## config.mk

```make
export PLATFORM = sky130hd
export DESIGN_NAME = credit_counter
export DESIGN_NICKNAME = d
export VERILOG_FILES = /design/src/design/credit_counter.sv
export SDC_FILE = /design/constraint.sdc
export NUM_CORES = 1
export LEC_CHECK = 0
export BUFFER_PORTS_ARGS = -buffer_cell sky130_fd_sc_hd__buf_2
export CORE_AREA = 2 2 39 41
export DETAILED_ROUTE_END_ITERATION = 10
export DIE_AREA = 0 0 41 43
export SYNTH_ARGS = -nofsm -noshare
export SYNTH_HDL_FRONTEND = slang
export SYNTH_SLANG_ARGS = --single-unit
```

## constraint.sdc

```tcl
create_clock -name clk -period 1.4 [get_ports clk]
set_input_delay 0.28 -clock clk [delete_from_list [all_inputs] [get_ports clk]]
set_output_delay 0.28 -clock clk [all_outputs]
set_load 0.01 [all_outputs]
```

## src/design/credit_counter.sv

```systemverilog
`timescale 1ns/1ps

module credit_counter #(
    parameter int INIT = 2
) (
    input  logic                       clk,
    input  logic                       rst,
    input  logic                       take,
    input  logic                       give,
    output logic [$clog2(INIT+1)-1:0]  count,
    output logic                       avail
);

    localparam int CW = $clog2(INIT + 1);

    always_ff @(posedge clk) begin
        if (rst) begin
            count <= CW'(INIT);
        end else begin
            count <= count + CW'(give) - CW'(take); // both may arrive together
        end
    end

    assign avail = (count != '0);

endmodule

```

Word-level counts from Yosys, hierarchy flattened
Index checks and enable logic that the tools add are counted.
Storage, ports and cells
  output and inout bits: 3
  register bits after elaboration: 2
Operators by class
  reductions and logical operators: 1
  $add $sub $neg: 2
Operators with widths (count)
  2-bit by 1-bit adder with 2-bit output: 1
  2-bit nonzero test: 1
  2-bit by 1-bit subtractor with 2-bit output: 1

Longest topological paths before layout
  depth after elaboration: 2
  mapped depth: 6
  depth with buffers taken out: 6

Worst setup path after synthesis
Ideal clock, no wire load.
  kind: flip-flop to flip-flop
  from: register count[0]
  to: register count[1]
  cell stages (with the launch flop): 7
  path buffers: 0
  data required time: 1.283 ns
  data arrival time: 1.102 ns
  path slack: 0.181 ns
  cells stage by stage: dfxtp_1 -> inv_1 -> ha_1 -> inv_1 -> ha_1 -> xnor3_1 -> nand2b_1
Between the ends
  longest elaborated chain between the ends: 2
RTL lines
  start, declared: line 10  | output logic [$clog2(INIT+1)-1:0] count,
  start signal, assigned: line 18  | count <= CW'(INIT);
  start signal, assigned: line 20  | count <= count + CW'(give) - CW'(take);
  2-bit by 1-bit adder with 2-bit output: line 20
  2-bit by 1-bit subtractor with 2-bit output: line 20
No other way between the ends.
A chain may end at the register's enable or synchronous reset.

Worst setup path in the final report
  from: register count[0]
  to: output avail
Between the ends
  longest elaborated chain between the ends: 1
RTL lines
  2-bit nonzero test: line 24  | assign avail = (count != '0);
  end, declared: line 11  | output logic avail
No other way between the ends.

==> flow_summary.toml <==
[routing]
routed_via_density = 2.800
ant_nets = 0
vias = 98
drc = 0
drt-pass1-iter-count = 1
wl_per_cell_um = 6.086
finalWirelength_um = 213
dr.first_iter.drc_count = 0

[min_path]
min_path_type = "in2reg"

[global_routing]
track_usage = 0.03403
grt-ovfl-total = 0
first_global_vias = 113
grt_pass1_wl_um = 310
grt_start_max_net_pins = 4
antenna_found_initial = 0

[layout]
nFillCells = 159
top_regs = "count x2"
largest_reg_flops = 2
insertedDiodeCount = 0
layout.nets = 27
final_common_cell = "buf_2"
drive_above_1_share = 0.5263
finish.utilization = 0.1347
top_register = "count"
syn_to_final_growth_pct = 63.74
final_cell_mix = "buf_2 (6), clkbuf_4 (3), inv_1 (2), ha_1 (2), dfxtp_1 (2)"

[critical_path]
cp_num_buf_inv = 1
arrival_ns = 0.95
endpoint_kind = "output pin"
crit_slowest_cell = "dfxtp_1"
critPathMaxStageDelay_ns = 0.31
cp_max_fo = 3
criticalPathCategory = "reg2out"
required_ns = 1.12
cp-start-kind = "flip-flop"
cp_top_family = "flip-flops"
crit_chain = "or2_2 -> buf_2"

[floorplan]
die_h_um = 43
start_util = 0.08228
io_pins = 7
core_um2 = 1384
dieArea_um2 = 1763
die_x_um = 41
num_rows = 14

[sta]
fmax_mhz = 815.9
fin_crit_sh = 0.8755
hold_viol_final = 0
slew_viol_final = 0
fin_worst_skew_ns = 0.00003894
rsz0062_at_grt = "no"
setup_viol = 0
maxSlewHeadroom = 0.9279
period_minus_slack_ns = 1.226
fin_tns_setup_ns = 0
tightest_slew_ns = 0.1080

[synth]
synth_fp_nets = 16
synth.distinct_cells = 7
ys_ff_latch = 2
yosys.area_share.simple = 0.1648
synth-xor-area-share = 0.1978
synth_compound_area_frac = 0
synth_top_family_by_area = "adder cells"
syn_inst = 10
synth_fa_ha_area_frac = 0.2198
synth_area_per_cell_um2 = 11.39
syn_area_um2 = 113.9
ys_seq_area_frac = 0.3516
yosysWarnings = 0
synth_mux_area_frac = 0

[placement]
port_buffers = 6
gp_congestion = 0.4996
dp_hpwl_um = 183.9

[clock_network]
clock_latency_ns = 0.22
clk_pin_slew_ns = 0.03
clockBufferDepth = 2
cts_sinks = 2
hold_buffers = 0
postCtsSetupBuffers = 0
htree_levels = 1
numCtsBuffers = 3
tritoncts = "yes"
cts_root_buf = "clkbuf_4"
cts_resized = 0

[power]
powerDensity_nw_per_um2 = 1570
vdd_drop_max_mv = 0.1342
p_leak_uw = 0.0001008

[run_status]
status = "completed"

[job]
maxCapViolCount = 0
[worst reg2reg max path, stage by stage (launching register included)]
cell and delay, ns:
dfxtp_1 0.33, inv_1 0.05, ha_1 0.26, inv_1 0.04
ha_1 0.17, xnor3_1 0.20, nand2b_1 0.05
[Yosys cell counts]
| cell | n | area [um2] |
|---|---|---|
| or2_2 | 1 | 6.260 |
| ha_1 | 2 | 25.02 |
| dfxtp_1 | 2 | 40.04 |
| nor2b_1 | 1 | 6.260 |
| inv_1 | 2 | 7.510 |
| xnor3_1 | 1 | 22.52 |
| nand2b_1 | 1 | 6.260 |
[where the power goes]
| part | total (uW) | leakage [uW] | switching [uW] | internal [uW] |
|---|---|---|---|---|
| combinational | 88.4 | 0.0000704 | 33.2 | 55.2 |
| clock | 124 | 0.0000138 | 29.4 | 94.3 |
| sequential | 80.6 | 0.0000167 | 9.77 | 70.9 |
| total | 293 | 0.000101 | 72.3 | 220 |
[layout make-up]
cell class,count,area [um2],area share
clock buffers,3,22.52,0.1208
repair buffers,6,30.03,0.1611
multi-input cells,6,66.31,0.3557
inverters,2,7.507,0.04027
flip-flops and latches,2,40.04,0.2148
well taps,16,20.02,0.1074
[final timing paths]
kind | start | end | slack, ns | cells after the start
worst max-delay path | count[0]$_SDFF_PP0_ | avail | 0.17 | 2
worst min-delay path | rst | count[0]$_SDFF_PP0_ | 0.23 | 2
worst max register to register | count[0]$_SDFF_PP0_ | count[1]$_SDFF_PP1_ | 0.19 | 6
worst min register to register | count[1]$_SDFF_PP1_ | count[1]$_SDFF_PP1_ | 0.66 | 2
[layer usage]
layer  up-vias  wire length [um]  GRT usage
met4         0                 0    0.08000
met5         -                 0          0
met1        44                57   0.009554
met3         0                35    0.02618
li1         49                 -          -
met2         5               120    0.04375
[through the flow]
step	instances	hold WS, ns	cell area, um2	total power (uW)	worst slack, ns
after floorplan	10	0.3516	113.9	141.7	0.1809
after global placement	32	0.4511	163.9	169.8	0.1861
after detailed placement	32	0.4555	163.9	173.3	0.1684
after CTS	35	0.2180	186.4	306.3	0.1586
after global routing	35	0.2291	186.4	316.4	0.1331
final	35	0.2274	186.4	292.7	0.1743
[cell families after synthesis]
| kind of cell | Yosys count |
|---|---|
| xor gates and xnor gates | 1 |
| adders and majority gates | 2 |
| buffers and inverters | 2 |
| DFF | 2 |
| and+or+nand+nor | 3 |
No activity file was read; power rests on OpenSTA's default activity.
