$ cat config.mk
export PLATFORM = sky130hd
export DESIGN_NAME = credit_fifo
export DESIGN_NICKNAME = d
export VERILOG_FILES = /design/src/design/credit_fifo.sv
export SDC_FILE = /design/constraint.sdc
export NUM_CORES = 1
export LEC_CHECK = 0
export BUFFER_PORTS_ARGS = -buffer_cell sky130_fd_sc_hd__buf_4
export CORE_MARGIN = 2
export CORE_UTILIZATION = 56
export DETAILED_ROUTE_END_ITERATION = 16
export PLACE_DENSITY = 0.77
export SLEW_MARGIN = 20
export SYNTH_ARGS = -nofsm -noshare
export SYNTH_HDL_FRONTEND = slang
export SYNTH_SLANG_ARGS = --single-unit
$ cat constraint.sdc
create_clock -name clk -period 3.2 [get_ports clk]
set_clock_uncertainty 0.05 [all_clocks]
set_input_delay 0.16 -clock clk [delete_from_list [all_inputs] [get_ports clk]]
set_output_delay 0.16 -clock clk [all_outputs]
set_load 0.02 [all_outputs]
$ cat src/design/credit_fifo.sv
`timescale 1ns/1ps

module credit_fifo #(
    parameter type payload_t = logic [31:0],
    parameter int  DEPTH     = 4
) (
    input  logic     clk,
    input  logic     rst,
    input  logic     push,
    input  payload_t din,
    input  logic     pop,
    output payload_t dout,
    output logic     empty,
    output logic     full
);

    localparam int AW = (DEPTH > 1) ? $clog2(DEPTH) : 1;
    localparam int CW = $clog2(DEPTH + 1);

    payload_t      mem [DEPTH];
    logic [AW-1:0] wr_ptr;
    logic [AW-1:0] rd_ptr;
    logic [CW-1:0] count;
    logic          do_push;
    logic          do_pop;

    assign do_push = push && !full;
    assign do_pop  = pop && !empty;
    assign empty   = (count == '0);
    assign full    = (count == CW'(DEPTH));
    assign dout    = mem[rd_ptr]; // show-ahead head

    always_ff @(posedge clk) begin
        if (do_push) begin
            mem[wr_ptr] <= din;
        end
    end

    always_ff @(posedge clk) begin
        if (rst) begin
            wr_ptr <= '0;
            rd_ptr <= '0;
            count  <= '0;
        end else begin
            if (do_push) begin
                wr_ptr <= (wr_ptr == AW'(DEPTH - 1)) ? '0 : wr_ptr + 1'b1;
            end
            if (do_pop) begin
                rd_ptr <= (rd_ptr == AW'(DEPTH - 1)) ? '0 : rd_ptr + 1'b1;
            end
            count <= count + CW'(do_push) - CW'(do_pop);
        end
    end

endmodule

# Word-level counts from Yosys, hierarchy flattened

Memories as Yosys holds them, arrays and structs flattened. A register that Yosys moved wholly into a read port is not among the register bits.
Cells that the tools add are included.

Add/subtract/negate cells: 4
Eq/ne operators: 3
Muxes and demuxes: 6
Reduce and logical (&&, ||, !) cells: 5

Operators with widths:

| kind                                                           | count |
|---|---|
| 2-bit 2-to-1 mux                                               | 4 |
| 2-bit by 1-bit adder with 2-bit output (second input constant) | 2 |
| 2-bit equality test (second input constant)                    | 2 |
| 3-bit by 1-bit adder with 3-bit output                         | 1 |
| 3-bit equality test (second input constant)                    | 1 |
| 3-bit logical NOT                                              | 1 |
| 3-bit by 1-bit subtractor with 3-bit output                    | 1 |
| 1-bit logical AND                                              | 2 |
| 1-bit logical NOT                                              | 2 |
| 1-bit 2-to-1 mux                                               | 2 |

Register bits after elaboration: 7
Memory bits (writable): 128
Word-level logic and storage cells: 22
Memories kept: 1

Memory list:

| memory | depth | width | rd ports | clocked after Yosys merged registers in | write ports | line | text |
|---|---|---|---|---|---|---|---|
| mem    | 4     | 32    | 1        | 1                                       | 1           | 20   | `payload_t mem [DEPTH];` |

# Longest topological paths before layout

Gate-level depths: netlist (run 1).

Depth in word-level cells: 5
Gate-level depth with buffers: 11
Mapped depth without buffers: 10

# Worst setup path before layout (run 1)

No wires, ideal clock.

Path kind: flip-flop to flip-flop
Start: reg count[2]
End: reg count[2]
Library setup time: 0.115 ns
Arrival: 2.071 ns
Data required time: 3.035 ns
Path slack: 0.964 ns
Stages on the path, launching flop included: 12
Cell sequence: dfxtp_1 > or3b_1 > buf_6 > and2_4 > inv_1 > ha_1 > inv_1 > ha_1 > fa_1 > xnor2_1 > xnor2_1 > nor2_1

Word-level cells in the longest chain between the ends: 5
Elaborated cells on any way between the ends: 8

Ends and longest elaborated chain:

| element                                         | line | text |
|---|---|---|
| start: declaration                              | 23   | `logic [CW-1:0] count;` |
| start signal: assignment                        | 51   | `count <= count + CW'(do_push) - CW'(do_pop);` |
| 3-bit equality test                             | 30   | `assign full = (count == CW'(DEPTH));` |
| 1-bit logical NOT                               | 27   | `assign do_push = push && !full;` |
| 1-bit logical AND                               | 27   |  |
| 3-bit by 1-bit adder with 3-bit output          | 51   |  |
| 3-bit by 1-bit subtractor with 3-bit output (*) | 51   |  |

Every way passes the cells marked *; elsewhere a longest branch is shown, timed or not.
A chain may end at the register's enable or synchronous reset.

# Worst setup path in the final report (run 1)

Ends and elaborated chain as after synthesis.

==> impl_metrics.toml, run 1 <==
[die]
design.die.area_um2 = 9870
rows = 34
die_x_um = 99.4
ioPinCount = 70
initial_utilization = 0.581
die_h_um = 99.4
fp.coreArea_um2 = 8760

[cells_and_area]
final_area_um2 = 6610
synthToLayoutAreaGrowth_pct = 29.8
diodes = 0
drive_gt1_frac = 0.405
final_cell_mix = "edfxtp_1, buf_4, dlygate4sd3_1, mux4_2, clkbuf_16"
layout_commonest_cell = "edfxtp_1"
fin_nets = 377
final-instance-count-excl-fill = 454

[power_and_ir_drop]
fin_total_pwr_w = 0.00521
ir_worst_vdd_v = 0.000571
power-per-cell-area_nw_per_um2 = 788
leakage_nw = 2.33

[route]
routed_wl_um = 8770
viasPerCell = 5.47
drc = 0
drtAntennaViolNets = 0
dr.first_iter.drc_count = 121
dr.pass1.iters = 4
wl_met1_um = 3580
wire_per_inst_um = 19.3
routed.top_layer = "met4"
wl_met3_um = 353
wl_met2_um = 4740
vias = 2482

[place]
dp.cells = 387
hpwl_um = 4610
gp_congestion = 0.654
pre_cts_slack_ns = 0.818
placed_cell_area_um2 = 5720
port-buffer-count = 69

[critical_path]
cpPeakStageDelay_ns = 0.49
cp.arrival_ns = 2.76
worstPathRequired_ns = 3.55
cp_max_fo = 9
slowest_stage = "or3b_1"
path_cells = "or3b_1 > and2_4 > inv_1 > ha_1 > inv_1 > ha_1 > fa_1 > xnor2_1 > xnor2_1 > nor2_1"
startpoint_type = "flip-flop"
crit_type = "reg2reg"
end_kind = "flip-flop"

[timing]
fmax_mhz = 414
setup_viol = 0
fin_crit_sh = 0.754
max-slew-margin-rel = 0.403
fin_crit_ns = 2.41
rsz0062_at_grt = "no"
setup_ws_ns = 0.786
hold_violations = 0
tightest_slew_ns = 0.895
finalMaxSlewViolations = 0
tns_ns = 0

[cts]
cts_buffer_depth = 2
tritoncts = "done"
cts-root-buf = "clkbuf_8"
clk_latency_ns = 0.50
numCtsBuffers = 17
htree_levels = 4
cts_sinks = 137
path_clk_slew_ns = 0.06
postCtsSetupRepairBufs = 0

[yosys]
synth_seq_cells = 137
syn_area_um2 = 5090
synth.net_count = 261
yosys_warnings = 0
synth_top_area_frac = 0.755
synthTopCellsByArea = "edfxtp_1, mux4_2, dfxtp_1, ha_1, inv_1"
synth_top_cell_by_area = "edfxtp_1"
synthCells = 217
synth_area_per_cell_um2 = 23.5
ys_types = 26
yosysSeqAreaShare = 0.790

[outcome]
outcome = "finished clean"

[flow_run]
max_cap_violations = 0

[global_routing]
gr-total-overflow = 0
grtUsageTotal = 0.198
grt_max_degree = 33
grt_pass1_vias = 2665
antenna_found_initial = 0
grt_pass1_wl_um = 14000

[min_path]
hold_path.class = "in2reg"
registers in the layout (all words and copies together), names as in the netlist, named ones only:
| register | cells |
|---|---|
| mem | 128 |
| wr_ptr | 2 |
| rd_ptr | 2 |
| count | 3 |
final timing paths:
kind                            startpoint        end  slack, ns  cells past startpoint
worst max-delay path              count[2]   count[2]       0.79                     10
worst min-delay path                   pop  flip-flop       0.04                      4
worst max register to register    count[2]   count[2]       0.79                     10
worst min register to register   rd_ptr[0]  flip-flop       0.45                      2
cells in the mapped netlist:
cell and count:
a21o_1 1, a21oi_1 2, and2_4 1, and3_1 1, and3_2 3, buf_1 3
buf_2 1, buf_4 3, buf_6 1, dfxtp_1 9, edfxtp_1 128, fa_1 1
ha_1 7, inv_1 8, mux2i_1 1, mux4_2 32, nand2_1 1, nand3_1 2
nor2_1 2, nor2b_1 2, nor3_1 2, o31ai_1 1, o31ai_2 1, or3_1 1
or3b_1 1, xnor2_1 2
cells by family after synthesis:
group / synth area share
AO/OA/AOI/OAI: 0.00737
XOR/XNOR: 0.00344
adder cells (fa/ha/maj): 0.0211
buffers and inverters: 0.0157
flip-flops: 0.790
multiplexers: 0.143
AND/OR/NAND/NOR: 0.0189
per-layer routing:
metal  GRT usage  vias up
met5           0        -
met4      0.0769        0
met2       0.335       75
met3      0.0590        9
li1            -     1137
met1       0.242     1261
layout make-up:
type | instances | area (µm²)
Clock buffer | 18 | 418
Clock inverter | 14 | 124
Fill cell | 512 | 2150
Inverter | 8 | 30.0
Multi-Input combinational cell | 64 | 991
Sequential cell | 137 | 4030
Tap cell | 108 | 135
Timing Repair Buffer | 105 | 888
timing repair:
action / 4_1_cts / 5_1_grt
hold buffers: 35 / 0
resized for setup: 0 / 0
endpoints found under the hold margin: 137 / 0
metrics by stage:
stage / hold slack [ns] / utilization
finish: 0.0367 / 0.755
global route: 0.0492 / 0.755
CTS: 0.0111 / 0.755
detailed placement: 0.313 / 0.653
global placement: 0.310 / 0.653
floorplan: 0.179 / -
critical path, delay by kind of cell, from the launching register on:
family | cells | cell delay, ns
adder cells (fa/ha/maj) | 3 | 0.69
XOR/XNOR | 2 | 0.32
flip-flops | 1 | 0.40
buffers and inverters | 2 | 0.10
AND/OR/NAND/NOR | 3 | 0.76
report_power, final:
group	internal [W]	total [W]	leakage (nW)	switching (W)
Combinational	0.000591	0.00118	0.825	0.000584
Clock	0.00103	0.00174	0.259	0.000713
Sequential	0.00217	0.00229	1.25	0.000119
(Power assumes the default switching activity.)
==> inputs of run 2 (changes only) <==
--- a/config.mk
+++ b/config.mk
@@ -7,9 +7,9 @@
 export LEC_CHECK = 0
 export BUFFER_PORTS_ARGS = -buffer_cell sky130_fd_sc_hd__buf_4
 export CORE_MARGIN = 2
-export CORE_UTILIZATION = 56
+export CORE_UTILIZATION = 51
 export DETAILED_ROUTE_END_ITERATION = 16
-export PLACE_DENSITY = 0.77
+export PLACE_DENSITY = 0.74
 export SLEW_MARGIN = 20
 export SYNTH_ARGS = -nofsm -noshare
 export SYNTH_HDL_FRONTEND = slang
==> constraint.sdc (replaced) <==
create_clock -name clk -period 2.2 [get_ports clk]
set_clock_uncertainty 0.05 [all_clocks]
set_input_delay 0.11 -clock clk [delete_from_list [all_inputs] [get_ports clk]]
set_output_delay 0.11 -clock clk [all_outputs]
set_load 0.02 [all_outputs]
==> impl_metrics.toml, run 2 (synthesized netlist as in run 1, its figures left out) <==
[critical_path]
startpoint_type = "flip-flop"
cp_max_fo = 4
end_kind = "flip-flop"
startpoint = "count[2]"
cp.arrival_ns = 2.48
timing.rr.start = "count[2]"
worstPathRequired_ns = 2.55
crit_type = "reg2reg"

[route]
dr.pass1.iters = 4
dr.first_iter.drc_count = 125
drtAntennaViolNets = 0
routed_wl_um = 8730
wire_per_inst_um = 18.0
vias = 2493
viasPerCell = 5.14
drc = 0

[power_and_ir_drop]
internal-power_w = 0.00602
pwr-share-seq = 0.406
power.share.clock = 0.364
ir_worst_vdd_v = 0.000810
power.switching_w = 0.00203
switching_share = 0.252
leakage_nw = 2.41
power-per-cell-area_nw_per_um2 = 1190
p_comb_frac = 0.230

[global_routing]
use_met2 = 0.289
antenna_found_initial = 0
grt_pass1_vias = 2682
grtUsageTotal = 0.177
busiest_layer = "met2"
gr-total-overflow = 0
grtUsageMet3 = 0.0639
grt_max_degree = 33
grt_use_met1 = 0.224
grt_pass1_wl_um = 14100

[die]
design.die.area_um2 = 10800
rows = 36
die_h_um = 104
fp.coreArea_um2 = 9730
die_x_um = 104
initial_utilization = 0.524
ioPinCount = 70

[cells_and_area]
synthToLayoutAreaGrowth_pct = 33.5
fin_nets = 383
drive_gt1_frac = 0.435
layout_commonest_cell = "edfxtp_1"
utilization = 0.699
regMostFlops = "mem"
final-instance-count-excl-fill = 485
diodes = 0
top_regs = "mem: 128 flops, count: 3 flops"
final_cell_mix = "edfxtp_1, buf_4, dlygate4sd3_1, mux4_2, clkbuf_16"
largest_reg_flops = 128

[timing]
max-slew-margin-rel = 0.422
setup_ws_ns = 0.0718
hold_violations = 0
setup_viol = 0
tightest_slew_ns = 0.868
fin_crit_ns = 2.13
finalMaxSlewViolations = 0
tns_ns = 0
rsz0062_at_grt = "no"
fmax_mhz = 470
fin_crit_sh = 0.967

[place]
hpwl_um = 4820
gp_congestion = 0.740
dp.cells = 417
port-buffer-count = 69
pre_cts_slack_ns = 0.0241

[outcome]
outcome = "finished clean"

[cts]
cts_sinks = 137
cts_buffer_depth = 2
numCtsBuffers = 17
path_clk_slew_ns = 0.06
cts-root-buf = "clkbuf_8"
tritoncts = "done"
htree_levels = 4
clk_latency_ns = 0.50

[flow_run]
max_cap_violations = 0

[min_path]
min-delay-start = "din[13]"
hold_path.class = "in2reg"
==> run 2: cell types whose count changed in the layout (fill, tap and decap cells not counted), moves of 2 or more <==
cell and delta:
bufinv_16 +4, clkinvlp_4 -2, clkinv_2 +2, buf_4 +5, inv_6 -3, dfxtp_1 -2
==> run 2: final timing paths <==
check | endpoint | depth (start not counted) | slack (ns)
setup / recovery | count[2] | 10 | 0.07
hold / removal | mem[1][13] | 2 | 0.29
setup reg to reg | count[2] | 10 | 0.07
hold reg to reg | flip-flop | 2 | 0.44
==> run 2: area by class of cell <==
type | instances | area, µm²
well taps | 133 | 166
inverters | 8 | 30.0
clock inverters | 14 | 204
clock buffers | 18 | 418
multi-input cells | 64 | 1010
flip-flops and latches | 137 | 4030
repair buffers | 111 | 937
fillers | 640 | 2930
==> run 2: routing by layer <==
metal	share of wire	routed length (µm)	vias up
li1	-	-	1142
met1	0.43	3750	1276
met2	0.52	4580	71
met3	0.041	355	4
met4	0.0063	55	0
met5	0	0	-
==> run 2: critical path, cell delays in order (launching register included) <==
cell and delay (ns):
dfxtp_4 0.36, or3b_4 0.38, and2_4 0.15, inv_1 0.05, ha_1 0.12, inv_1 0.05, ha_2 0.17, fa_2 0.37
xnor2_2 0.14, xnor2_1 0.14, nor2_1 0.05
==> run 2: power groups by stage <==
stage          sequential (W)  combinational (W)  clock, W
2_1_floorplan         0.00327            0.00115         0
3_3_place_gp          0.00330            0.00176         0
3_5_place_dp          0.00331            0.00178         0
4_1_cts               0.00327            0.00185   0.00298
5_1_grt               0.00330            0.00199   0.00312
6_report              0.00327            0.00185   0.00293
==> run 2: per-stage QoR <==
stage               hold WS [ns]  total power [W]  instance area, µm²
finish                     0.292          0.00806                6800
global route               0.264          0.00841                6800
CTS                      0.00817          0.00809                6760
detailed placement         0.263          0.00510                5790
global placement           0.261          0.00506                5790
floorplan                  0.125          0.00442                5100
==> run 2: repair_timing <==
item | in CTS | in global routing
setup endpoints to repair | 0 | 21
hold buffers | 34 | 1
endpoints found under the hold margin | 137 | 1
setup buffers | 0 | 1
gates resized for setup | 0 | 7
==> inputs of run 3 (changes only) <==
--- a/config.mk
+++ b/config.mk
@@ -10,6 +10,7 @@
 export CORE_UTILIZATION = 51
 export DETAILED_ROUTE_END_ITERATION = 16
 export PLACE_DENSITY = 0.74
+export RECOVER_POWER = 25
 export SLEW_MARGIN = 20
 export SYNTH_ARGS = -nofsm -noshare
 export SYNTH_HDL_FRONTEND = slang
==> impl_metrics.toml, run 3 (synthesized netlist as in run 1, its figures left out) <==
[route]
dr.pass1.iters = 4
dr.first_iter.drc_count = 128
wl_met3_um = 400
vias = 2487
drtAntennaViolNets = 0
wl_met1_um = 3660
drc = 0
wl_met2_um = 4520
routed_wl_um = 8690
viasPerCell = 5.13
routed.top_layer = "met4"
wire_per_inst_um = 17.9

[die]
fp.coreArea_um2 = 9730
ioPinCount = 70
rows = 36
die_h_um = 104
die_x_um = 104
initial_utilization = 0.524
design.die.area_um2 = 10800

[critical_path]
startpoint_type = "flip-flop"
cp.arrival_ns = 2.48
crit_type = "reg2reg"
path_cells = "or3b_4 > and2_4 > inv_1 > ha_1 > inv_1 > ha_2 > fa_2 > xnor2_2 > xnor2_1 > nor2_1"
worst_path_most_repeated_cell = "inv_1"
end_kind = "flip-flop"
cp_max_fo = 4
cpPeakStageDelay_ns = 0.38
slowest_stage = "or3b_4"
worstPathRequired_ns = 2.55

[global_routing]
antenna_found_initial = 0
grtUsageTotal = 0.177
grt_max_degree = 33
grt_pass1_vias = 2682
gr-total-overflow = 0
grt_pass1_wl_um = 14100

[timing]
tns_ns = 0
finalMaxSlewViolations = 0
fin_crit_ns = 2.13
rsz0062_at_grt = "no"
tightest_slew_ns = 0.872
hold_violations = 0
fin_crit_sh = 0.967
setup_viol = 0
fmax_mhz = 470
max-slew-margin-rel = 0.418

[cells_and_area]
synthToLayoutAreaGrowth_pct = 31.9
largest_reg_flops = 128
fin_nets = 383
layout_commonest_cell = "edfxtp_1"
diodes = 0
drive_gt1_frac = 0.375
top_regs = "mem: 128 flops, count: 3 flops"
final_area_um2 = 6720
final_cell_mix = "edfxtp_1, buf_4, dlygate4sd3_1, mux4_2, clkbuf_1"
regMostFlops = "mem"
fillers = 662

[cts]
cts_sinks = 137
cts_buffer_depth = 2
clk_latency_ns = 0.51
htree_levels = 4
tritoncts = "done"
cts-root-buf = "clkbuf_8"
numCtsBuffers = 17
path_clk_slew_ns = 0.06

[flow_run]
max_cap_violations = 0

[place]
port-buffer-count = 69
placed_cell_area_um2 = 5790
hpwl_um = 4820
gp_congestion = 0.740

[power_and_ir_drop]
leakage_nw = 2.34
ir_worst_vdd_v = 0.000809
power-per-cell-area_nw_per_um2 = 1200

[min_path]
hold_path.class = "in2reg"

[outcome]
outcome = "finished clean"
-- run 3: cell types whose count changed in the layout (fill, tap and decap cells not counted), sizes merged --
cell    delta
clkbuf    +21
buf       -21
-- run 3: final cells by class --
type | instances | area [µm²] | area share
clock inverter | 14 | 204 | 0.0304
tap | 133 | 166 | 0.0248
clock buffer | 18 | 418 | 0.0622
sequential | 137 | 4030 | 0.600
timing repair buffer | 111 | 858 | 0.128
multi-input combinational | 64 | 1010 | 0.150
inverter | 8 | 30.0 | 0.00447
-- run 3: path summary, 6_finish.rpt --
kind,from,end,slack [ns],cells after the start
setup / recovery,count[2],count[2],0.07,10
hold / removal,din[13],mem[1][13],0.29,2
setup reg to reg,count[2],count[2],0.07,10
hold reg to reg,rd_ptr[0],flip-flop,0.44,2
-- run 3: metrics by stage --
stage          instances  hold WS (ns)  power [W]  setup slack [ns]   util
2_1_floorplan        217         0.125    0.00442           0.00853      -
3_3_place_gp         417         0.261    0.00506            0.0695  0.595
3_5_place_dp         417         0.263    0.00510            0.0241  0.595
4_1_cts              483       0.00817    0.00809           0.00898  0.694
5_1_grt              485         0.295    0.00839           0.00233  0.691
6_report             485         0.289    0.00804            0.0720  0.691
-- run 3: per-layer routing --
metal,GRT usage,vias up
met4,0.0598,0
met3,0.0639,10
met1,0.224,1265
li1,-,1140
met2,0.289,72
met5,0,-
-- run 3: worst max-delay path, delay by kind of cell (launching register included) --
| family | cells | cell delay (ns) |
|---|---|---|
| buffers and inverters | 2 | 0.10 |
| xor gates and xnor gates | 2 | 0.28 |
| adders and majority gates | 3 | 0.66 |
| DFF | 1 | 0.36 |
| and+or+nand+nor | 3 | 0.58 |
-- run 3: timing repair --
item                                    4_1_cts  5_1_grt
hold buffers                                 34        1
endpoints found under the setup margin        0       21
buffers inserted                              0        1
resized for setup                             0        7
endpoints found under the hold margin       137        1
-- run 3: power breakdown --
group	total [W]	switching (W)	internal, W
Combinational	0.00184	0.000937	0.000898
Sequential	0.00327	0.000103	0.00317
Clock	0.00293	0.000994	0.00194
Total	0.00804	0.00203	0.00601
