### config.mk
export PLATFORM = sky130hd
export DESIGN_NAME = exec_sequencer
export DESIGN_NICKNAME = d
export VERILOG_FILES = /design/src/design/rv_pkg.sv /design/src/design/exec_sequencer.sv
export SDC_FILE = /design/constraint.sdc
export NUM_CORES = 1
export LEC_CHECK = 0
export CAP_MARGIN = 5
export CORE_AREA = 2 2 39 41
export CTS_CLUSTER_SIZE = 25
export DETAILED_ROUTE_END_ITERATION = 16
export DIE_AREA = 0 0 41 43
export DONT_BUFFER_PORTS = 1
export PLACE_DENSITY = 0.3
export SYNTH_ARGS = -nofsm -noshare
export SYNTH_HDL_FRONTEND = slang
export SYNTH_SLANG_ARGS = --single-unit
export TNS_END_PERCENT = 1
### constraint.sdc
create_clock -name clk -period 1.1 [get_ports clk]
set_clock_uncertainty 0.15 [all_clocks]
set_input_delay 0.055 -clock clk [delete_from_list [all_inputs] [get_ports clk]]
set_output_delay 0.055 -clock clk [all_outputs]
set_load 0.1 [all_outputs]
### src/design/rv_pkg.sv
package rv_pkg;

    parameter int xlen = 64;

    typedef logic [31:0] inst_t;
    typedef logic [4:0]  reg_addr_t;

    typedef enum logic [2:0] {
        alu_add,
        alu_sub,
        alu_and,
        alu_xor,
        alu_sltu,
        alu_sra,
        alu_sll_w
    } alu_op_e;

    typedef enum logic {
        src_reg,
        src_imm
    } alu_src_e;

    // decoded control of one instruction
    typedef struct packed {
        logic              reg_wen;
        reg_addr_t         rd;
        reg_addr_t         rs1;
        reg_addr_t         rs2;
        alu_op_e           alu_op;
        alu_src_e          alu_src;
        logic [xlen-1:0]   imm;     // already sign extended
        logic              word_op; // 32-bit result, sign extended
        logic              illegal;
        logic              halt;
    } ctrl_t;

    // one retired instruction
    typedef struct packed {
        reg_addr_t         rd;
        logic [xlen-1:0]   value;
        logic              wrote;   // a register really changed
        logic              illegal;
        logic              halt;
    } result_t;

endpackage

### src/design/exec_sequencer.sv
`timescale 1ns/1ps

module exec_sequencer (
    input  logic          clk,
    input  logic          rst,
    input  logic          in_empty,
    input  logic          res_full,
    output logic          pop,
    output logic          reg_we,
    output logic          push,
    input  rv_pkg::ctrl_t ctrl
);

    typedef enum logic [1:0] {
        st_idle,
        st_exec,
        st_retire
    } state_e;

    state_e state;
    state_e state_nxt;
    logic   stage_wen;

    always_ff @(posedge clk) begin
        if (rst) begin
            state     <= st_idle;
            stage_wen <= 1'b0;
        end else begin
            state <= state_nxt;
            if (pop) begin
                stage_wen <= ctrl.reg_wen && !ctrl.illegal; // carried to retire
            end
        end
    end

    always_comb begin
        state_nxt = state;
        case (state)
            st_idle: begin
                if (!in_empty) state_nxt = st_exec;
            end
            st_exec: state_nxt = st_retire;
            st_retire: begin
                if (!res_full) state_nxt = in_empty ? st_idle : st_exec; // hold while full
            end
            default: state_nxt = st_idle;
        endcase
    end

    assign pop    = (state == st_exec);
    assign push   = (state == st_retire) && !res_full;
    assign reg_we = push && stage_wen;

endmodule

* Word-level counts from Yosys, hierarchy flattened
Cells that the tools add are included.
** Operators by class
- Eq/ne operators :: 4
- Muxes and demuxes :: 4
- Reductions and logical operators :: 7
** Operators by type and width (number)
- $pmux W2 S3 :: 1
- $mux W2 :: 2
- $ne A2 B2 Y1 const B :: 2
- $logic_and A1 B1 Y1 :: 3
- $eq A2 B1 Y1 const B :: 1
- $eq A2 B2 Y1 const B :: 1
- $logic_not A1 Y1 :: 2
- $logic_not A2 Y1 :: 1
- $reduce_and A2 Y1 :: 1
- $mux W1 :: 1
** Word-level totals
- Bits in registers :: 3
- Input bits :: 91
- Output and inout bits :: 3

* Logic depth before layout (Yosys ltp)
Gate-level depths: netlist (run 1).
- Word-level depth :: 3
- Mapped depth :: 3
- Depth with buffers taken out :: 3

* Least setup slack after synthesis (run 1)
OpenSTA, ideal clock, no wires.
- Kind :: register to output
- Start :: reg state[1]
- End :: out reg_we
- Data arrival time :: 2509 ps
- Data required time :: 895 ps
- Path slack :: -1614 ps
- Stages on the path, launching flop included :: 3
- Buffers on the path :: 0
- Path through :: dfxtp_1 nor3b_2 and2_1
** On the way
- Cells in the longest elaborated chain, start to end :: 3
** Ends and longest elaborated chain
- start: declaration :: line exec_sequencer.sv:20 : state_e state;
- start signal: assignment :: line exec_sequencer.sv:26 : state <= st_idle;
- start signal: assignment :: line exec_sequencer.sv:29 : state <= state_nxt;
- $eq A2 B2 Y1 :: line exec_sequencer.sv:51 : assign push = (state == st_retire) && !res_full;
- $logic_and A1 B1 Y1 :: line exec_sequencer.sv:51
- named net push :: line exec_sequencer.sv:10 : output logic push,
- $logic_and A1 B1 Y1 :: line exec_sequencer.sv:52 : assign reg_we = push && stage_wen;
- end: declaration :: line exec_sequencer.sv:9 : output logic reg_we,
The timed path passes the listed nets, and every way through them passes these cells.

* Worst setup path after layout (run 1)
- Start :: reg state[1]
- End :: out reg_we
** On the way
- Cells in the longest elaborated chain, start to end :: 3
** Ends and longest elaborated chain (line)
- $eq A2 B2 Y1 :: exec_sequencer.sv:51
- $logic_and A1 B1 Y1 :: exec_sequencer.sv:51
- $logic_and A1 B1 Y1 :: exec_sequencer.sv:52
Every way passes these cells.

==> results.md, run 1 <==
| Step | Result | This run |
| --- | --- | --- |
| global route | Initial antenna violation count | 0 |
| placement | Routability congestion estimate from global placement | 0.593 |
| clock network | Count of H-tree levels built during CTS | 1 |
| synthesis | Fraction of the yosys area taken by sequential cells | 0.436 |
| synthesis | Cell count after synthesis | 13 |
| routing | Post-route ant nets | 0 |
| layout | Layout overhead on the synthesized area | 116% |
| timing | Slack of the critical path | -200 ps |
| worst hold path | Worst min-delay path category | primary input to flop |
| layout | Final core occ | 0.215 |
| routing | Initial DRT Pass Iterations | 3 |
| setup path | Crit Path Max Fanout | 4 |
| setup path | Endpoint of the lowest-slack register-to-register path | state[0] |
| clock network | TritonCTS buffer count | 3 |
| routing | Total wire length | 395 µm |
| run status | Violations in the final reports | negative setup slack |
| timing | Total negative slack | -480 ps |
| run status | Result of the run | finished, violations left |
| timing | Share of the clock period used by the worst path | 1.18 |
| synthesis | Cell with the most instances after synthesis | dfxtp_1 |
| power and ir drop | Leak Pwr | 0.120 nW |
| setup path | Worst Reg2Reg Path Length in Cells | 2 |
| synthesis | Mapped Avg Cell Area | 10.6 µm² |
| floorplan | Die span in y | 43 µm |
| synthesis | Post-synthesis net count | 104 |
| timing | RSZ-0062 raised after global routing | true |
| synthesis | Distinct cell type count of the synthesized netlist | 10 |
| clock network | CTS tree | done |
| setup path | RR Startpoint | state[0] |
| clock network | Clock net sink count | 3 |
| routing | 1st-iter DRT viols | 3 |
| routing | DR vias/cell | 3.45 |
| global route | First-pass GRT wire length | 641 µm |
| global route | Overall global routing resource usage | 0.0612 |
| layout | Design area | 298 µm² |
| synthesis | Number of enable-type register cells in the synthesized netlist | 0 |
| setup path | Critical path destination | reg_we |
| setup path | Critical path data arrival time | 1100 ps |
| layout | Fill count | 150 |
| setup path | Data required time at the worst endpoint | 890 ps |
| placement | Count of input and output buffers | 0 |
| setup path | Crit. Startpoint | state[1] |
| power and ir drop | Power Total | 0.390 mW |
| synthesis | Area contributors post-synth | dfxtp_1, a2111oi_2, and4bb_1, nor3b_2, a21oi_1 |
| routing | Wire length per cell | 9.40 µm |
| setup path | Cell breakdown of the critical path | nor3b_4 > and2_4 > buf_12 |
| layout | Final nets | 118 |
| clock network | Clock transition at the register clock pins on the worst setup and hold paths after CTS | 40 ps |
| timing | Measured slew at the worst slew-check pin | 279 ps |
| global route | Number of global-route vias before repair | 155 |
| timing | Worst slew margin relative to its limit | 0.815 |
| timing | Minimum clock period after layout | 1300 ps |
| clock network | Maximum number of buffers from clock root to sink | 2 |
| routing | DRC violation count after routing | 0 |
| floorplan | Count of pins on the block boundary | 94 |
| placement | DP Wirelength | 273 µm |
| setup path | Library cell contributing the largest single delay on the critical path | dfxtp_2 |
| clock network | Clk Latency, worst-skew pair | 230 ps |
| synthesis | Number of warnings issued by yosys | 0 |
| timing | Final hold violation count | 0 |
| synthesis | List of most frequent post-synthesis cells | dfxtp_1, a21oi_1 |
| floorplan | Row count | 14 |
| setup path | Worst Path Class, Setup | flop to output pin |
| floorplan | Effective utilization at floorplan | 0.0995 |
| setup path | Worst stage delay on the critical path | 340 ps |
| synthesis | Area leader, netlist | dfxtp_1 |
| floorplan | Area of the core | 1380 µm² |
| setup path | Setup crit end kind | output pin |
| timing | Maximum operating frequency | 0.769 GHz |
| layout | Layout cells sized above 1 | 0.538 |
| synthesis | Synthesized cell area | 138 µm² |
| layout | Antenna diode instance count | 0 |
| global route | Remaining Overflow, GRT | 0 |
| setup path | Reg2reg setup slack | 110 ps |
| floorplan | Area enclosed by the die boundary | 1760 µm² |
| placement | Placed cell areas | 223 µm² |
| clock network | Clock tree root driver cell | clkbuf_4 |
| timing | Max-slew violation count | 0 |
| timing | Number of failing setup endpoints in the final timing report | 3 |
| synthesis | #FFs+latches synth | 3 |
| power and ir drop | Largest vdd supply drop | 562 µV |
| setup path | Element type at the critical path start | flop |
| routing | Routed via count | 145 |
| synthesis | Area share of the largest cell type after synthesis | 0.436 |
| synthesis | Ys flop type | dfxtp_1 |
| floorplan | Chip Width | 41 µm |
| synthesis | Post-synthesis async set-or-reset flop share | 0 |
| run | Number of violations of the max-capacitance limit | 0 |
| power and ir drop | Power per Cell Area | 1310 nW/µm² |
| global route | Pin count of the biggest net entering global routing | 5 |
==> registers in the layout, summed over array words and instances (netlist names) <==
signal and flops:
state 2, stage_wen 1
==> routing by layer <==
metal  wire, µm  GRT usage  vias up
met4          0     0.0800        0
met3         17     0.0314        0
li1           -          -       75
met2        217     0.0750        5
met1        161     0.0609       65
met5          0          0        -
==> how the worst min path moves through the flow <==
stage / start / endpoint / slack [ps] / depth (start not counted)
floorplan: rst / state[1] / -30 / 1
global placement: rst / state[1] / -30 / 1
detailed placement: rst / state[1] / -30 / 1
CTS: ctrl[1] / stage_wen / 70 / 3
global route: ctrl[1] / stage_wen / 70 / 3
finish: ctrl[1] / stage_wen / 80 / 3
==> power by group <==
| part | total, mW | internal (mW) | leakage (nW) | switching [mW] |
|---|---|---|---|---|
| clock | 0.192 | 0.136 | 0.0150 | 0.0563 |
| combinational | 0.0763 | 0.0347 | 0.0799 | 0.0416 |
| sequential | 0.121 | 0.116 | 0.0253 | 0.00559 |
==> kinds of logic after synthesis <==
logic type / share of synthesized area
DFF: 0.436
AOI/OAI and AO/OA: 0.182
buffers and inverters: 0.0272
and+or+nand+nor: 0.355
==> cell usage in the layout, fill, tap and decap left out <==
cell type      count
dlygate4sd3_1      4
clkbuf_4           3
buf_4              3
a21oi_1            2
buf_12             2
dfxtp_2            2
nand2b_1           1
inv_2              1
nor3b_4            1
and2_4             1
a2111oi_2          1
nand3b_1           1
and4bb_1           1
nor2_1             1
clkbuf_1           1
dfxtp_1            1
==> final cells by class <==
type / count / area, µm² / area share
clock buffer: 4 / 26.3 / 0.0882
tap: 16 / 20.0 / 0.0672
multi-input combinational: 9 / 82.6 / 0.277
sequential: 3 / 62.6 / 0.210
inverter: 1 / 3.75 / 0.0126
timing repair buffer: 9 / 103 / 0.345
==> worst max-delay path, delay by kind of cell (launching register included) <==
family	cells	cell delay [ps]
flops	1	340
buf+inv	1	160
simple gates	2	360
==> per-stage QoR <==
step / hold WS (ps) / cells / worst slack, ps
3_3_place_gp: -29.4 / 33 / 19.6
5_1_grt: 70.9 / 42 / -238
3_5_place_dp: -26.6 / 33 / 0.389
6_report: 75.8 / 42 / -200
2_1_floorplan: -33.3 / 13 / -807
4_1_cts: 67.7 / 42 / -213
==> what timing repair did <==
action                     CTS  global route
resized for setup            2             0
hold endpoints to repair     3             0
setup endpoints to repair    3             3
hold buffers                 4             0
setup buffers                1             0
pin swaps                    1             1
Power figures use the tool's default switching activity.
==> run 2: changes to the inputs <==
--- a/config.mk
+++ b/config.mk
@@ -7,6 +7,7 @@
 export LEC_CHECK = 0
 export CAP_MARGIN = 5
 export CORE_AREA = 2 2 39 41
+export CTS_BUF_LIST = sky130_fd_sc_hd__clkbuf_4
 export CTS_CLUSTER_SIZE = 25
 export DETAILED_ROUTE_END_ITERATION = 16
 export DIE_AREA = 0 0 41 43
==> run 2 against run 1 <==
The run still ends with negative setup slack left. Hold slack lost 71 ps. Register-to-register slack about the same. First-iteration DRC count shrank 67%. Largest cell class unchanged. Final area is 2.1% lower. Critical path depth is the same.
==> results.md, run 2 (synthesis results as in run 1) <==
| Step | Result | This run |
| --- | --- | --- |
| layout | Final core occ | 0.211 |
| layout | Antenna diode instance count | 0 |
| global route | Number of global-route vias before repair | 156 |
| clock network | Count of H-tree levels built during CTS | 1 |
| layout | Most common cell after layout, fill and taps aside | clkbuf_4 |
| timing | RSZ-0062 raised after global routing | true |
| setup path | Critical path data arrival time | 1100 ps |
| placement | Count of input and output buffers | 0 |
| setup path | RR Startpoint | state[0] |
| timing | Maximum operating frequency | 0.769 GHz |
| layout | Area occupied by multi-input gates | 82.6 µm² |
| floorplan | Effective utilization at floorplan | 0.0995 |
| clock network | CTS tree | done |
| power and ir drop | Leak Pwr | 0.119 nW |
| timing | Number of failing setup endpoints in the final timing report | 3 |
| routing | 1st-iter DRT viols | 1 |
| floorplan | Area of the core | 1380 µm² |
| layout | Layout cells sized above 1 | 0.600 |
| routing | Routed via count | 142 |
| setup path | Reg2reg setup slack | 110 ps |
| global route | Remaining Overflow, GRT | 0 |
| run status | Result of the run | finished, violations left |
| timing | Total negative slack | -478 ps |
| clock network | Clock net sink count | 3 |
| clock network | Clock transition at the register clock pins on the worst setup and hold paths after CTS | 40 ps |
| layout | Flip-flop and latch area | 62.6 µm² |
| run | Number of violations of the max-capacitance limit | 0 |
| clock network | Clk Latency, worst-skew pair | 230 ps |
| floorplan | Chip Width | 41 µm |
| routing | Initial DRT Pass Iterations | 3 |
| power and ir drop | Power per Cell Area | 1410 nW/µm² |
| worst hold path | Hold Startpoint | ctrl[86] |
| routing | Total wire length | 391 µm |
| global route | First-pass GRT wire length | 627 µm |
| setup path | Data required time at the worst endpoint | 890 ps |
| timing | Share of the clock period used by the worst path | 1.18 |
| global route | Pin count of the biggest net entering global routing | 5 |
| timing | Slack of the critical path | -201 ps |
| layout | Top library cells by usage in the layout, fill and taps aside | clkbuf_4, dlygate4sd3_1, buf_4 |
| layout | Register name with the most flops | state |
| floorplan | Die span in y | 43 µm |
| layout | Final nets | 117 |
| layout | Fill count | 153 |
| worst hold path | Worst hold stages | 3 |
| layout | Registers with the highest flip-flop counts | state: 2 flops, stage_wen: 1 flops |
| setup path | Crit Path Max Fanout | 4 |
| power and ir drop | Power Total | 0.412 mW |
| power and ir drop | Largest vdd supply drop | 676 µV |
| placement | Pre-CTS setup slack | 0.389 ps |
| timing | Final hold violation count | 0 |
| routing | Wire length per cell | 9.54 µm |
| clock network | Clock tree root driver cell | clkbuf_4 |
| timing | Minimum clock period after layout | 1300 ps |
| global route | Overall global routing resource usage | 0.0582 |
| setup path | Setup crit end kind | output pin |
| placement | DP Wirelength | 273 µm |
| run status | Violations in the final reports | negative setup slack |
| setup path | Endpoint of the lowest-slack register-to-register path | state[0] |
| floorplan | Area enclosed by the die boundary | 1760 µm² |
| layout | Layout overhead on the synthesized area | 112% |
| routing | DRC violation count after routing | 0 |
| timing | Worst slew margin relative to its limit | 0.816 |
| global route | Initial antenna violation count | 0 |
| clock network | TritonCTS buffer count | 3 |
| routing | Post-route ant nets | 0 |
| worst hold path | Hold path endpoint | stage_wen |
| layout | Max FFs per register | 2 |
| setup path | Worst Reg2Reg Path Length in Cells | 2 |
| placement | Routability congestion estimate from global placement | 0.593 |
| setup path | Element type at the critical path start | flop |
| timing | Measured slew at the worst slew-check pin | 278 ps |
| floorplan | Count of pins on the block boundary | 94 |
| clock network | Maximum number of buffers from clock root to sink | 2 |
| setup path | Worst Path Class, Setup | flop to output pin |
| worst hold path | Worst min-delay path category | primary input to flop |
| floorplan | Row count | 14 |
| timing | Max-slew violation count | 0 |
| routing | DR vias/cell | 3.46 |
## run 2: timing repair
action / 4_1_cts / 5_1_grt
setup endpoints to repair: 3 / 3
setup buffers: 1 / 0
gates resized for setup: 2 / 0
pin swaps: 1 / 1
endpoints found under the hold margin: 3 / 0
hold buffers: 3 / 0
## run 2: how the worst max path moves through the flow
stage	slack (ps)	endpoint	cells past startpoint	start
after CTS	-210	reg_we	3	state[1]
after floorplan	-810	reg_we	2	state[1]
after global routing	-250	reg_we	3	state[1]
after global placement	20	reg_we	3	state[1]
after detailed placement	0.4	reg_we	3	state[1]
final	-200	reg_we	3	state[1]
## run 2: per-layer routing
metal	track usage	part of all wire	vias to the layer above	wire, µm
met4	0.0600	0	0	0
met2	0.0781	0.55	5	214
li1	-	-	73	-
met5	0	0	-	0
met1	0.0577	0.41	64	159
met3	0.0314	0.043	0	17
## run 2: where the power goes
| group | internal (mW) | switching (mW) |
|---|---|---|
| logic | 0.0324 | 0.0410 |
| registers | 0.116 | 0.00559 |
| clock network | 0.161 | 0.0568 |
## run 2: cell type report
| class | instances | share of cell area |
|---|---|---|
| repair buffers | 8 | 0.318 |
| well taps | 16 | 0.0687 |
| multi-input cells | 9 | 0.283 |
| clock buffers | 4 | 0.103 |
| inverters | 1 | 0.0129 |
| flip-flops and latches | 3 | 0.215 |
## run 2: metrics by stage
step | cell area [µm²] | std cells | hold WS [ps]
floorplan | 148 | 13 | -33.3
global placement | 223 | 33 | -29.4
detailed placement | 223 | 33 | -26.6
CTS | 292 | 41 | 0.634
global route | 292 | 41 | 2.61
finish | 292 | 41 | 5.25
## run 2: worst max-delay path, cell delays in order, from the launching register on
cell	delay, ps
dfxtp_2	340
nor3b_4	190
and2_4	180
buf_12	160
==> run 3: changes to the inputs <==
--- a/config.mk
+++ b/config.mk
@@ -5,7 +5,7 @@
 export SDC_FILE = /design/constraint.sdc
 export NUM_CORES = 1
 export LEC_CHECK = 0
-export CAP_MARGIN = 5
+export CAP_MARGIN = 40
 export CORE_AREA = 2 2 39 41
 export CTS_BUF_LIST = sky130_fd_sc_hd__clkbuf_4
 export CTS_CLUSTER_SIZE = 25
@@ -13,6 +13,7 @@
 export DIE_AREA = 0 0 41 43
 export DONT_BUFFER_PORTS = 1
 export PLACE_DENSITY = 0.3
+export RECOVER_POWER = 100
 export SYNTH_ARGS = -nofsm -noshare
 export SYNTH_HDL_FRONTEND = slang
 export SYNTH_SLANG_ARGS = --single-unit
==> run 3 against run 2 <==
The run still ends with negative setup slack left. Critical path type unchanged. Wire length decreased by 0.51%. Clock power about the same. Critical path depth unchanged. Global-route usage unchanged.
==> results.md, run 3 (synthesis results as in run 1) <==
| Step | Result | This run |
| --- | --- | --- |
| timing | Worst slew margin relative to its limit | 0.816 |
| clock network | Clk Latency, worst-skew pair | 230 ps |
| global route | Remaining Overflow, GRT | 0 |
| layout | Layout overhead on the synthesized area | 112% |
| layout | Antenna diode instance count | 0 |
| setup path | Crit Path Max Fanout | 4 |
| routing | DRC violation count after routing | 0 |
| layout | Register name with the most flops | state |
| routing | DR vias/cell | 3.49 |
| placement | Pre-CTS setup slack | 0.389 ps |
| routing | Initial DRT Pass Iterations | 3 |
| power and ir drop | Largest vdd supply drop | 676 µV |
| placement | Placed cell areas | 223 µm² |
| placement | DP Wirelength | 273 µm |
| worst hold path | Worst min-delay path category | primary input to flop |
| timing | Slack of the critical path | -200 ps |
| layout | Design area | 292 µm² |
| power and ir drop | Sequential group share of total power | 0.294 |
| routing | Routed via count | 143 |
| layout | Most common cell after layout, fill and taps aside | clkbuf_4 |
| layout | Layout cells sized above 1 | 0.600 |
| clock network | Maximum number of buffers from clock root to sink | 2 |
| global route | Initial antenna violation count | 0 |
| power and ir drop | Proportion of power drawn by the clock network | 0.529 |
| placement | Inst Count DP | 33 |
| setup path | Worst Path Class, Setup | flop to output pin |
| power and ir drop | Internal Pwr Total | 0.308 mW |
| run status | Result of the run | finished, violations left |
| timing | Number of failing setup endpoints in the final timing report | 3 |
| timing | Measured slew at the worst slew-check pin | 278 ps |
| floorplan | Die span in y | 43 µm |
| clock network | Count of H-tree levels built during CTS | 1 |
| timing | Total negative slack | -477 ps |
| global route | Overall global routing resource usage | 0.0582 |
| clock network | Clock tree root driver cell | clkbuf_4 |
| global route | First-pass GRT wire length | 627 µm |
| run status | Violations in the final reports | negative setup slack |
| floorplan | Chip Width | 41 µm |
| timing | Maximum operating frequency | 0.769 GHz |
| power and ir drop | NetSw | 0.104 mW |
| placement | Count of input and output buffers | 0 |
| timing | Share of the clock period used by the worst path | 1.18 |
| power and ir drop | Power Total | 0.412 mW |
| global route | Pin count of the biggest net entering global routing | 5 |
| layout | Top library cells by usage in the layout, fill and taps aside | clkbuf_4, dlygate4sd3_1 |
| floorplan | Effective utilization at floorplan | 0.0995 |
| layout | Max FFs per register | 2 |
| layout | Final nets | 117 |
| power and ir drop | Leak Pwr | 0.119 nW |
| timing | Max-slew violation count | 0 |
| placement | Routability congestion estimate from global placement | 0.593 |
| routing | Post-route ant nets | 0 |
| floorplan | Row count | 14 |
| run | Number of violations of the max-capacitance limit | 0 |
| timing | RSZ-0062 raised after global routing | true |
| clock network | TritonCTS buffer count | 3 |
| layout | Number of standard cells in the final layout excluding fillers | 41 |
| routing | 1st-iter DRT viols | 1 |
| floorplan | Area enclosed by the die boundary | 1760 µm² |
| setup path | Data required time at the worst endpoint | 890 ps |
| power and ir drop | Power share of the combinational group | 0.177 |
| power and ir drop | Power per Cell Area | 1410 nW/µm² |
| clock network | Clock net sink count | 3 |
| timing | Final hold violation count | 0 |
| routing | Wire length per cell | 9.49 µm |
| setup path | Setup crit end kind | output pin |
| floorplan | Count of pins on the block boundary | 94 |
| timing | Final-layout worst hold slack | 4.62 ps |
| layout | Final core occ | 0.211 |
| clock network | CTS tree | done |
| setup path | Element type at the critical path start | flop |
| layout | Registers with the highest flip-flop counts | state: 2 flops, stage_wen: 1 flops |
| timing | Minimum clock period after layout | 1300 ps |
| routing | Total wire length | 389 µm |
| clock network | Clock transition at the register clock pins on the worst setup and hold paths after CTS | 40 ps |
| setup path | Critical path data arrival time | 1100 ps |
| global route | Number of global-route vias before repair | 156 |
| power and ir drop | Sw Ratio | 0.252 |
| floorplan | Area of the core | 1380 µm² |
-- run 3: repair_timing --
action / 4_1_cts / 5_1_grt
pin swaps: 1 / 1
resized for setup: 2 / 0
endpoints found under the hold margin: 3 / 0
buffers inserted: 1 / 0
setup endpoints to repair: 3 / 3
hold buffers: 3 / 0
-- run 3: final cells by class --
class | instances | area [µm²]
repair buffers | 8 | 92.6
inverters | 1 | 3.75
multi-input cells | 9 | 82.6
fillers | 153 | 1090
clock buffers | 4 | 30.0
flip-flops and latches | 3 | 62.6
well taps | 16 | 20.0
-- run 3: critical path, cell delays in order (launching register included) --
cell and delay [ps]:
dfxtp_2 340, nor3b_4 190, and2_4 180, buf_12 160
-- run 3: path summary, 6_finish.rpt --
check | startpoint | to | slack, ps | cells past startpoint
max | state[1] | reg_we | -200 | 3
min reg2reg | stage_wen | stage_wen | 350 | 2
max reg2reg | state[0] | state[1] | 110 | 3
min | ctrl[86] | stage_wen | 5 | 3
-- run 3: routing by layer --
| layer | vias up | wire length, µm | track usage | share of wire |
|---|---|---|---|---|
| li1 | 73 | - | - | - |
| met1 | 65 | 157 | 0.0577 | 0.40 |
| met2 | 5 | 214 | 0.0781 | 0.55 |
| met3 | 0 | 17 | 0.0314 | 0.044 |
| met4 | 0 | 0 | 0.0600 | 0 |
| met5 | - | 0 | 0 | 0 |
-- run 3: power groups by stage --
stage / sequential (mW) / combinational, mW / clock [mW]
final: 0.121 / 0.0732 / 0.218
after global routing: 0.122 / 0.0765 / 0.237
after CTS: 0.121 / 0.0730 / 0.223
after detailed placement: 0.123 / 0.0574 / 0
after global placement: 0.123 / 0.0575 / 0
after floorplan: 0.123 / 0.0395 / 0
